**src/design/aux_audio_pkg.sv**
```systemverilog
package aux_audio_pkg;

  //////////////////////
  // Data types
  //////////////////////

  typedef logic signed [15:0] sample_t;   // One audio word
  typedef logic        [22:0] mem_addr_t; // SDRAM word address

  //////////////////////
  // Sample pacing
  //////////////////////

  // clk_114 cycles between two pops
  localparam int SAMPLE_PERIOD = 2572;
  localparam int TICK_W        = 12;      // Holds SAMPLE_PERIOD - 1

  //////////////////////
  // Fetch and FIFO
  //////////////////////

  localparam int BURST_LEN  = 4;          // Words per accepted request
  localparam int FIFO_DEPTH = 16;
  localparam int FIFO_AW    = 4;
  localparam int LEVEL_W    = 5;          // Counts 0 to FIFO_DEPTH

  // Stream offset inside the buffer, wraps at 64K words
  localparam int STREAM_AW = 16;

  // Upper address bits of the audio buffer
  localparam logic [6:0] AUD_BASE = 7'b1101111;

endpackage

```
**src/design/stream_fifo_if.sv**
```systemverilog
`timescale 1ns/1ps

interface stream_fifo_if
  import aux_audio_pkg::*;
();

  logic               flush;  // Empty the FIFO this cycle
  logic               pop;    // Drop the head word
  logic [LEVEL_W-1:0] level;  // Words held
  sample_t            head;   // Oldest word

  modport ctrl (
    output flush,
    output pop,
    input  level
  );

  modport fifo (
    input  flush,
    input  pop,
    output level,
    output head
  );

endinterface

```
**src/design/audio_mixer.sv**
```systemverilog
`timescale 1ns/1ps

module audio_mixer
  import aux_audio_pkg::*;
(
  input  logic    clk_114,
  input  logic    rst,
  input  sample_t chip_left,
  input  sample_t chip_right,
  input  sample_t aux_left,
  input  sample_t aux_right,
  output sample_t mix_left,
  output sample_t mix_right
);

  logic signed [16:0] sum_left;
  logic signed [16:0] sum_right;

  // Clamp a 17-bit sum to the sample range
  function automatic sample_t clamp(input logic signed [16:0] sum);
    sample_t res;
    if (sum[16] != sum[15]) begin
      res = sum[16] ? 16'sh8000 : 16'sh7fff;  // Overflow in either direction
    end else begin
      res = sum[15:0];
    end
    return res;
  endfunction

  assign sum_left  = 17'(chip_left) + 17'(aux_left);   // Sign extended
  assign sum_right = 17'(chip_right) + 17'(aux_right);

  always_ff @(posedge clk_114) begin
    if (rst) begin
      mix_left  <= '0;
      mix_right <= '0;
    end else begin
      mix_left  <= clamp(sum_left);
      mix_right <= clamp(sum_right);
    end
  end

endmodule

```
**src/design/audio_stream_ctrl.sv**
```systemverilog
`timescale 1ns/1ps

module audio_stream_ctrl
  import aux_audio_pkg::*;
(
  input  logic        clk_114,
  input  logic        rst,
  input  logic        enable,
  input  logic        mem_ack,
  input  logic        mem_fill,
  output logic        mem_req,
  output mem_addr_t   mem_addr,
  output logic        buf_half,
  output logic        side_left,
  output logic        pop_strobe,
  stream_fifo_if.ctrl fifo
);

  logic [TICK_W-1:0]    tick_cnt;
  logic [STREAM_AW-1:0] offset;   // Next word to fetch
  logic [LEVEL_W-1:0]   owed;     // Words accepted but not yet filled
  logic                 tick;
  logic                 accept;
  logic [LEVEL_W:0]     pending;
  logic                 room;

  assign tick    = (tick_cnt == TICK_W'(SAMPLE_PERIOD - 1));
  assign accept  = mem_req & mem_ack;
  assign pending = {1'b0, fifo.level} + {1'b0, owed};
  assign room    = (pending <= (LEVEL_W + 1)'(FIFO_DEPTH - BURST_LEN));

  assign mem_addr = {AUD_BASE, offset};
  assign buf_half = offset[STREAM_AW-1];  // Half of the buffer being fetched

  // Pop only when a word is there
  assign pop_strobe = enable & tick & (fifo.level != '0);
  assign fifo.pop   = pop_strobe;
  assign fifo.flush = ~enable;

  ////////////////////
  // Fetch requests
  ////////////////////

  always_ff @(posedge clk_114) begin
    if (rst) begin
      mem_req <= 1'b0;
      offset  <= '0;
    end else if (!enable) begin
      mem_req <= 1'b0;
      offset  <= '0;  // Restart at the buffer base
    end else if (accept) begin
      mem_req <= 1'b0;
      offset  <= offset + STREAM_AW'(BURST_LEN);
    end else if (!mem_req && room) begin
      mem_req <= 1'b1;  // Address is stable until ack
    end
  end

  // Outstanding words keep counting while disabled so late fills balance out
  always_ff @(posedge clk_114) begin
    if (rst) begin
      owed <= '0;
    end else begin
      case ({accept, mem_fill})
        2'b10:   owed <= owed + LEVEL_W'(BURST_LEN);
        2'b11:   owed <= owed + LEVEL_W'(BURST_LEN - 1);
        2'b01:   owed <= owed - 1'b1;
        default: owed <= owed;
      endcase
    end
  end

  ////////////////////
  // Sample pacing
  ////////////////////

  always_ff @(posedge clk_114) begin
    if (rst || !enable) begin
      tick_cnt  <= '0;
      side_left <= 1'b1;  // First pop goes left
    end else begin
      if (tick) begin
        tick_cnt <= '0;
      end else begin
        tick_cnt <= tick_cnt + 1'b1;
      end
      if (pop_strobe) begin
        side_left <= ~side_left;  // No toggle on an empty tick
      end
    end
  end

endmodule

```
**src/design/aux_audio_top.sv**
```systemverilog
`timescale 1ns/1ps

module aux_audio_top
  import aux_audio_pkg::*;
(
  input  logic      clk_114,
  input  logic      rst,
  input  logic      enable,
  input  logic      mem_ack,
  input  logic      mem_fill,
  input  sample_t   mem_data,
  input  sample_t   chip_left,
  input  sample_t   chip_right,
  output logic      mem_req,
  output mem_addr_t mem_addr,
  output logic      buf_half,
  output sample_t   pcm_left,   // Mixed words for the serial transmitter
  output sample_t   pcm_right,
  output logic      audio_l,
  output logic      audio_r
);

  logic    side_left;
  logic    pop_strobe;
  sample_t aux_left;
  sample_t aux_right;

  stream_fifo_if stream ();

  ////////////////////
  // Fetch path
  ////////////////////

  audio_stream_ctrl u_ctrl (
    .clk_114    (clk_114),
    .rst        (rst),
    .enable     (enable),
    .mem_ack    (mem_ack),
    .mem_fill   (mem_fill),
    .mem_req    (mem_req),
    .mem_addr   (mem_addr),
    .buf_half   (buf_half),
    .side_left  (side_left),
    .pop_strobe (pop_strobe),
    .fifo       (stream.ctrl)
  );

  sample_stream_fifo u_fifo (
    .clk_114  (clk_114),
    .rst      (rst),
    .mem_fill (mem_fill),
    .mem_data (mem_data),
    .fifo     (stream.fifo)
  );

  ////////////////////
  // Audio path
  ////////////////////

  sample_unpack u_unpack (
    .clk_114    (clk_114),
    .rst        (rst),
    .enable     (enable),
    .pop_strobe (pop_strobe),
    .side_left  (side_left),
    .head       (stream.head),
    .aux_left   (aux_left),
    .aux_right  (aux_right)
  );

  audio_mixer u_mixer (
    .clk_114    (clk_114),
    .rst        (rst),
    .chip_left  (chip_left),
    .chip_right (chip_right),
    .aux_left   (aux_left),
    .aux_right  (aux_right),
    .mix_left   (pcm_left),
    .mix_right  (pcm_right)
  );

  sigma_delta_dac u_dac (
    .clk_114   (clk_114),
    .rst       (rst),
    .pcm_left  (pcm_left),
    .pcm_right (pcm_right),
    .audio_l   (audio_l),
    .audio_r   (audio_r)
  );

endmodule

```
**src/design/sample_stream_fifo.sv**
```systemverilog
`timescale 1ns/1ps

module sample_stream_fifo
  import aux_audio_pkg::*;
(
  input  logic        clk_114,
  input  logic        rst,
  input  logic        mem_fill,
  input  sample_t     mem_data,
  stream_fifo_if.fifo fifo
);

  sample_t            mem [FIFO_DEPTH];
  logic [FIFO_AW-1:0] wr_ptr;
  logic [FIFO_AW-1:0] rd_ptr;
  logic [LEVEL_W-1:0] count;

  // Storage
  always_ff @(posedge clk_114) begin
    if (mem_fill) begin
      mem[wr_ptr] <= mem_data;
    end
  end

  ////////////////////
  // Pointers and level
  ////////////////////

  always_ff @(posedge clk_114) begin
    if (rst || fifo.flush) begin
      wr_ptr <= '0;
      rd_ptr <= '0;
      count  <= '0;
    end else begin
      if (mem_fill) begin
        wr_ptr <= wr_ptr + 1'b1;  // Wraps at FIFO_DEPTH
      end
      if (fifo.pop) begin
        rd_ptr <= rd_ptr + 1'b1;
      end
      case ({mem_fill, fifo.pop})
        2'b10:   count <= count + 1'b1;
        2'b01:   count <= count - 1'b1;
        default: count <= count;
      endcase
    end
  end

  assign fifo.level = count;
  assign fifo.head  = mem[rd_ptr];  // Oldest word

endmodule

```
**src/design/sample_unpack.sv**
```systemverilog
`timescale 1ns/1ps

module sample_unpack
  import aux_audio_pkg::*;
(
  input  logic    clk_114,
  input  logic    rst,
  input  logic    enable,
  input  logic    pop_strobe,
  input  logic    side_left,
  input  sample_t head,
  output sample_t aux_left,
  output sample_t aux_right
);

  sample_t swapped;

  // Buffer words are stored little endian
  assign swapped = {head[7:0], head[15:8]};

  always_ff @(posedge clk_114) begin
    if (rst || !enable) begin
      aux_left  <= '0;
      aux_right <= '0;
    end else if (pop_strobe) begin
      if (side_left) begin
        aux_left <= swapped;
      end else begin
        aux_right <= swapped;
      end
    end
  end

endmodule

```
**src/design/sigma_delta_dac.sv**
```systemverilog
`timescale 1ns/1ps

module sigma_delta_dac
  import aux_audio_pkg::*;
(
  input  logic    clk_114,
  input  logic    rst,
  input  sample_t pcm_left,
  input  sample_t pcm_right,
  output logic    audio_l,
  output logic    audio_r
);

  logic [15:0] level [2];  // Offset binary per channel
  logic [15:0] acc [2];
  logic [1:0]  carry;

  // Sign flip turns two's complement into offset binary
  assign level[0] = {~pcm_left[15], pcm_left[14:0]};
  assign level[1] = {~pcm_right[15], pcm_right[14:0]};

  ////////////////////
  // First order loop
  ////////////////////

  // Carry density equals level / 65536
  always_ff @(posedge clk_114) begin
    if (rst) begin
      acc[0] <= '0;
      acc[1] <= '0;
      carry  <= '0;
    end else begin
      for (int ch = 0; ch < 2; ch++) begin
        {carry[ch], acc[ch]} <= {1'b0, acc[ch]} + {1'b0, level[ch]};
      end
    end
  end

  assign audio_l = carry[0];
  assign audio_r = carry[1];

endmodule

```
**config.mk**
```make
export PLATFORM = sky130hd
export DESIGN_NAME = aux_audio_top
export DESIGN_NICKNAME = d
export VERILOG_FILES = /design/src/design/aux_audio_pkg.sv /design/src/design/stream_fifo_if.sv /design/src/design/audio_mixer.sv /design/src/design/audio_stream_ctrl.sv /design/src/design/aux_audio_top.sv /design/src/design/sample_stream_fifo.sv /design/src/design/sample_unpack.sv /design/src/design/sigma_delta_dac.sv
export SDC_FILE = /design/constraint.sdc
export NUM_CORES = 1
export LEC_CHECK = 0
export BUFFER_PORTS_ARGS = -buffer_cell sky130_fd_sc_hd__buf_2
export CAP_MARGIN = 0
export CORE_ASPECT_RATIO = 0.7
export CORE_MARGIN = 2
export CORE_UTILIZATION = 38
export CTS_BUF_LIST = sky130_fd_sc_hd__clkbuf_8 sky130_fd_sc_hd__clkbuf_16
export DETAILED_ROUTE_END_ITERATION = 16
export PLACE_DENSITY = 0.67
export RECOVER_POWER = 25
export SYNTH_ARGS = -nofsm -noshare
export SYNTH_HDL_FRONTEND = slang
export SYNTH_SLANG_ARGS = --single-unit
export TNS_END_PERCENT = 20
```
**constraint.sdc**
```tcl
create_clock -name clk_114 -period 3.25 [get_ports clk_114]
set_input_delay 0.1625 -clock clk_114 [delete_from_list [all_inputs] [get_ports clk_114]]
set_output_delay 0.1625 -clock clk_114 [all_outputs]
set_load 0.02 [all_outputs]
```
Yosys cells after proc, flatten, opt, wreduce, memory -nomap -nowiden

Memory sizes are Yosys's and may differ from the RTL's. A register that Yosys moved wholly into a read port is not among the register bits.
Cells that the tools add are included.

RAM bits: 256
Logic and storage cells: 69
Bits in registers: 146
Memories kept: 1
Input port bits: 53

Reductions and logical operators: 13
Add/subtract/negate cells: 14
Mux-type cells: 10
Bitwise gates (word level): 7
$lt $le $gt $ge: 1
Equality and inequality tests: 8

Memories:

| memory     | words | width | rd ports | clocked after memory_dff | wr ports | line                     | source |
|---|---|---|---|---|---|---|---|
| u_fifo.mem | 16    | 16    | 1        | 1                        | 1        | sample_stream_fifo.sv:13 | `sample_t mem [FIFO_DEPTH];` |

Operator list:

| operator                | number |
|---|---|
| $add A16 B16 Y17        | 4 |
| $mux W16                | 4 |
| $add A16 B3 Y16 const B | 1 |
| $pmux W5 S3             | 1 |
| $add A12 B1 Y12 const B | 1 |
| $eq A12 B12 Y1 const B  | 1 |
| $pmux W5 S2             | 1 |
| $sub A5 B1 Y5 const B   | 2 |
| $add A4 B1 Y4 const B   | 2 |
| $mux W4                 | 2 |
| $add A5 B5 Y6           | 1 |
| $eq A2 B2 Y1 const B    | 3 |
| $le A6 B4 Y1 const B    | 1 |
| $add A5 B1 Y5 const B   | 1 |
| $add A5 B2 Y5 const B   | 1 |
| $add A5 B3 Y5 const B   | 1 |
| $reduce_bool A5 Y1      | 1 |
| $eq A2 B1 Y1 const B    | 2 |
| $not A1 Y1              | 4 |
| $reduce_and A2 Y1       | 2 |
| $reduce_or A2 Y1        | 2 |
| $and A1 B1 Y1           | 3 |
| $reduce_bool A3 Y1      | 1 |
| $reduce_or A3 Y1        | 1 |
| other kinds (6)         | 10 |

Depth between registers and ports, before layout

Word-level depth: 5
Gate-level depth with buffers: 17

Cells and area by module

From an unflattened synthesis, not the netlist that was laid out.

Cell total of the unflattened synthesis: 1,465
Area, all modules: 18,580.3 µm²

Modules (own cells, without submodules):

| module             | instances | cells an instance | area each (µm²) |
|---|---|---|---|
| sample_stream_fifo | 1         | 500               | 10,518.8 |
| audio_mixer        | 1         | 324               | 2,630.0 |
| sigma_delta_dac    | 1         | 283               | 2,431.1 |
| audio_stream_ctrl  | 1         | 215               | 1,854.3 |
| sample_unpack      | 1         | 143               | 1,146.1 |

Least setup slack after synthesis

No wires, ideal clock.

Path type: register -> register
Start point: reg u_ctrl.tick_cnt[0]
End point: reg u_fifo.count[4], in the netlist u_fifo.fifo.level[4]
Setup time: 131 ps
Data arrival time: 2,944 ps
Data required time: 3,119 ps
Stages on the path, launching flop included: 18
Setup slack: 175 ps
Path through: dfxtp_1 -> ha_1 -> and2_1 -> nand4b_1 -> nor4b_2 -> o311a_1 -> buf_6 -> ha_1 -> clkbuf_1 -> xor2_1 -> ha_1 -> a21oi_1 -> nor2b_1 -> o21ai_0 -> a21oi_1 -> a311oi_1 -> or3_1 -> a21oi_1

Longest elaborated chain between the ends: 5
Elaborated cells on any way between the ends: 7
Those cells by class: 3 x eq/ne; 1 x mux; 2 x bitwise; 1 x reduce/logical

Ends and longest elaborated chain:

| item                                                     | line                     | source |
|---|---|---|
| start: declaration                                       | audio_stream_ctrl.sv:19  | `logic [TICK_W-1:0] tick_cnt;` |
| start signal: assignment                                 | audio_stream_ctrl.sv:85  | `tick_cnt <= tick_cnt + 1'b1;` |
| $eq A12 B12 Y1 (*)                                       | audio_stream_ctrl.sv:27  | `assign tick = (tick_cnt == TICK_W'(SAMPLE_PERIOD - 1));` |
| $and A1 B1 Y1 (*) (2 in series)                          | audio_stream_ctrl.sv:36  | `assign pop_strobe = enable & tick & (fifo.level != '0);` |
| $eq A2 B1 Y1 / $eq A2 B2 Y1 (equally long branches)      | sample_stream_fifo.sv:41 | `case ({mem_fill, fifo.pop})` |
| $pmux W5 S2 / $reduce_bool A2 Y1 (equally long branches) | n/a                      |  |
| end signal: assignment                                   | sample_stream_fifo.sv:42 | `2'b10: count <= count + 1'b1;` |
| end signal: assignment                                   | sample_stream_fifo.sv:43 | `2'b01: count <= count - 1'b1;` |
| end signal: assignment                                   | sample_stream_fifo.sv:44 | `default: count <= count;` |
| end: declaration                                         | sample_stream_fifo.sv:16 | `logic [LEVEL_W-1:0] count;` |

Mark *: on every way between the ends. The rest lies on a longest branch, timed or not.
A chain may end at the register's enable or synchronous reset.

Worst setup path in the final report

Same ends and word-level chain as after synthesis.

==> flow_metrics.tcl <==
set metrics [dict create \
    hpwl_mm 26.97 \
    cts.path.max_buffers 3 \
    clk_pin_slew_worst_paths_ns 0.06 \
    power.density_mw_per_mm2 559.0 \
    cts_root_buf "clkbuf_16" \
    reg2reg_depth 14 \
    gp_congestion 0.8495 \
    cts_tree "built" \
    critPathMaxStageDelay_ns 0.36 \
    crit_slowest_cell "dfxtp_1" \
    hp-start "chip_left[0]" \
    ys.flop_type "edfxtp_1" \
    io_buffer_count 102 \
    io_pins 112 \
    die_y_um 185.9 \
    synth_area_mm2 0.01795 \
    timing.rr.start "u_ctrl.tick_cnt[0]$_SDFF_PP0_" \
    fp.dieW_um 263.8 \
    dieArea_mm2 0.04903 \
    nets 1601 \
    finalNonFillerCells 2101 \
    ant_nets 0 \
    layout_common_cells "edfxtp_1 (256), dfxtp_1 (146), nor2_1 (106)" \
    critPathMaxFanout 10 \
    num_vias 11150 \
    hold_end "u_mixer.mix_left[0]$_SDFF_PP0_" \
    first_global_vias 10970 \
    p_leak_nw 7.624 \
    synth_edf_count 256 \
    synth_cells 1326 \
    insertion_delay_ns 0.54 \
    rows 66 \
    area_growth_pct 15.02 \
    rrSetupSlack_ns 0.29 \
    route.detailed.drc 0 \
    clock-sinks 404 \
    ys_types 69 \
    grt_pass1_wl_mm 62.51 \
    hold_path_class "input port to flip-flop" \
    antenna_found_initial 5 \
    start_util_pct 38.55 \
    fin_util_pct 44.34 \
    crit_cells 14 \
    drive_gt1_share_pct 19.02 \
    critPathLaunchType "flip-flop" \
    reg2reg_to "u_fifo.fifo.level[4]$_SDFFE_PP0P_" \
    first_pass_iters 5 \
    path_cells "ha_1, and2_4, nand4b_1, nor4b_2, o311a_1, buf_4, ha_1, a21oi_2, nor2b_1, o21ai_0, a21oi_1, a311oi_2, or3_1, a21oi_1" \
    grt_max_degree 65 \
    core_mm2 0.04657 \
    wl_per_cell_um 19.16 \
    required_ns 3.70 \
    fin_crit_sh_pct 91.10 \
    synth_area_per_cell_um2 13.54 \
    max_slew.worst_pin.slew_ns 0.7576 \
    regArea_mm2 0.01066 \
    fmax_mhz 337.8 \
    peakVddDrop_mv 0.3577 \
    setup.worst_path.class "flip-flop to flip-flop" \
    numCtsBuffers 39 \
    relSlewSlack_pct 49.49 \
    slew_violations 0 \
    viasPerCell 5.309 \
    ys_warn_count 0 \
    final_common_cell "edfxtp_1" \
    tns_ns 0 \
    outcome "completed" \
    drt_first_iter_violations 926 \
    drv_cap 0 \
    clock_skew_ns 0.02385 \
    crit_family "simple AND/OR/NAND/NOR gates" \
    cp.arrival_ns 3.41 \
    rsz0062_at_grt "false" \
    track_usage_pct 16.51 \
    synth_seq_cells 404 \
    multi_input_area_mm2 0.006917 \
    synthArstFlopShare_pct 0 \
    cts_max_level 2 \
    finalPower_mw 11.54 \
    layout_min_cycle_time_ns 2.961 \
    hold-path-cell-count 4 \
    path_buf_inv 1 \
    fillers 4176 \
    finalSetupViolCount 0 \
    wl_mm 40.27 \
    finalHoldViolations 0 \
    gr-total-overflow 0 \
    yosysSeqAreaShare_pct 59.32 \
    numPlacedInstances 2022 \
    cp-end-kind "flip-flop" \
]
cell type report:
class | count | area share [%]
antenna | 1 | 0.01212
clock buffer | 44 | 5.168
clock inverter | 25 | 1.272
inverter | 35 | 0.6361
multi-input combinational | 838 | 33.49
sequential | 404 | 51.59
tap | 612 | 3.708
timing repair buffer | 142 | 4.120
power breakdown:
| group | leakage (nW) | switching [mW] | internal, mW |
|---|---|---|---|
| sequential | 3.53 | 0.0795 | 5.62 |
| clock | 0.679 | 1.89 | 2.82 |
| combinational | 3.42 | 0.672 | 0.467 |
sequential cells by signal, summed over array words and instances, names as in the netlist, 5 cells and up, named ones only:
register and flops:
u_unpack.aux_left 16, u_fifo.mem 256, u_mixer.mix_left 16, u_ctrl.owed 5
u_unpack.aux_right 16, u_dac.acc 32, u_ctrl.offset 14, u_ctrl.tick_cnt 12
u_mixer.mix_right 16, u_fifo.fifo.level 5
layer usage:
metal  global-route usage (%)  wire [um]  vias to the layer above
met5                        0         56                        -
met4                    3.682        668                        8
li1                         -          -                     5265
met3                    3.373       2641                       68
met2                    25.48      18040                      322
met1                    24.05      18860                     5491
worst max-delay path by stage:
stage / startpoint / end / slack (ns)
after floorplan: u_ctrl.tick_cnt[0]$_SDFF_PP0_ / u_fifo.fifo.level[4]$_SDFFE_PP0P_ / 0.17
after global placement: u_ctrl.tick_cnt[0]$_SDFF_PP0_ / u_fifo.fifo.level[4]$_SDFFE_PP0P_ / 0.31
after detailed placement: u_ctrl.tick_cnt[0]$_SDFF_PP0_ / u_fifo.fifo.level[4]$_SDFFE_PP0P_ / 0.24
after CTS: u_ctrl.tick_cnt[0]$_SDFF_PP0_ / u_fifo.fifo.level[4]$_SDFFE_PP0P_ / 0.22
after global routing: u_ctrl.tick_cnt[0]$_SDFF_PP0_ / u_fifo.fifo.level[4]$_SDFFE_PP0P_ / 0.006
final: u_ctrl.tick_cnt[0]$_SDFF_PP0_ / u_fifo.fifo.level[4]$_SDFFE_PP0P_ / 0.29
worst min-delay path, cell delays in order:
cell and delay, ns:
buf_2 0.08, ha_1 0.12, inv_1 0.03, o21ai_0 0.14
metrics by stage:
| stage | setup slack (ns) | hold WS [ns] | area [um^2] |
|---|---|---|---|
| after floorplan | 0.1750 | 0.2614 | 17980 |
| after global placement | 0.3102 | 0.4409 | 19240 |
| after detailed placement | 0.2411 | 0.4519 | 19240 |
| after CTS | 0.2163 | 0.0006660 | 20640 |
| after global routing | 0.005900 | 0.07842 | 20650 |
| final | 0.2893 | 0.03989 | 20650 |
logic make-up (layout without fill, tap and decap cells):
family / Yosys count / after routing / share of synthesized area [%]
flip-flops: 404 / 404 / 59.32
AND/OR/NAND/NOR: 328 / 328 / 8.620
AO/OA/AOI/OAI: 250 / 250 / 9.157
buffers and inverters: 91 / 246 / 2.390
adder cells (fa/ha/maj): 88 / 88 / 6.342
multiplexers: 86 / 86 / 10.38
XOR/XNOR: 77 / 77 / 3.756
other: 2 / 10 / 0.04183
repair_timing:
| item | in CTS | in global routing |
|---|---|---|
| hold endpoints to repair | 73 | 0 |
| setup endpoints to repair | 0 | 1 |
| resized for setup | 0 | 3 |
| buffers inserted | 0 | 2 |
| hold buffers | 7 | 0 |
synthesized netlist by cell type (all sizes together) (16+ instances only):
| cell type | count | area [um^2] |
|---|---|---|
| edfxtp | 256 | 7687 |
| dfxtp | 148 | 2963 |
| nor2 | 106 | 397.9 |
| nand2 | 90 | 337.8 |
| a21oi | 84 | 424.2 |
| ha | 83 | 1039 |
| mux4 | 80 | 1802 |
| o21ai | 48 | 247.7 |
| xor2 | 43 | 376.6 |
| buf | 36 | 222.7 |
| xnor2 | 34 | 297.8 |
| inv | 33 | 123.9 |
| nor3 | 27 | 135.1 |
| a21o | 26 | 195.2 |
| and2 | 24 | 150.1 |
| clkbuf | 20 | 75.07 |
| a22o | 17 | 148.9 |
| a211oi | 16 | 125.1 |
| nand3 | 16 | 80.08 |
(Power assumes the default switching activity.)
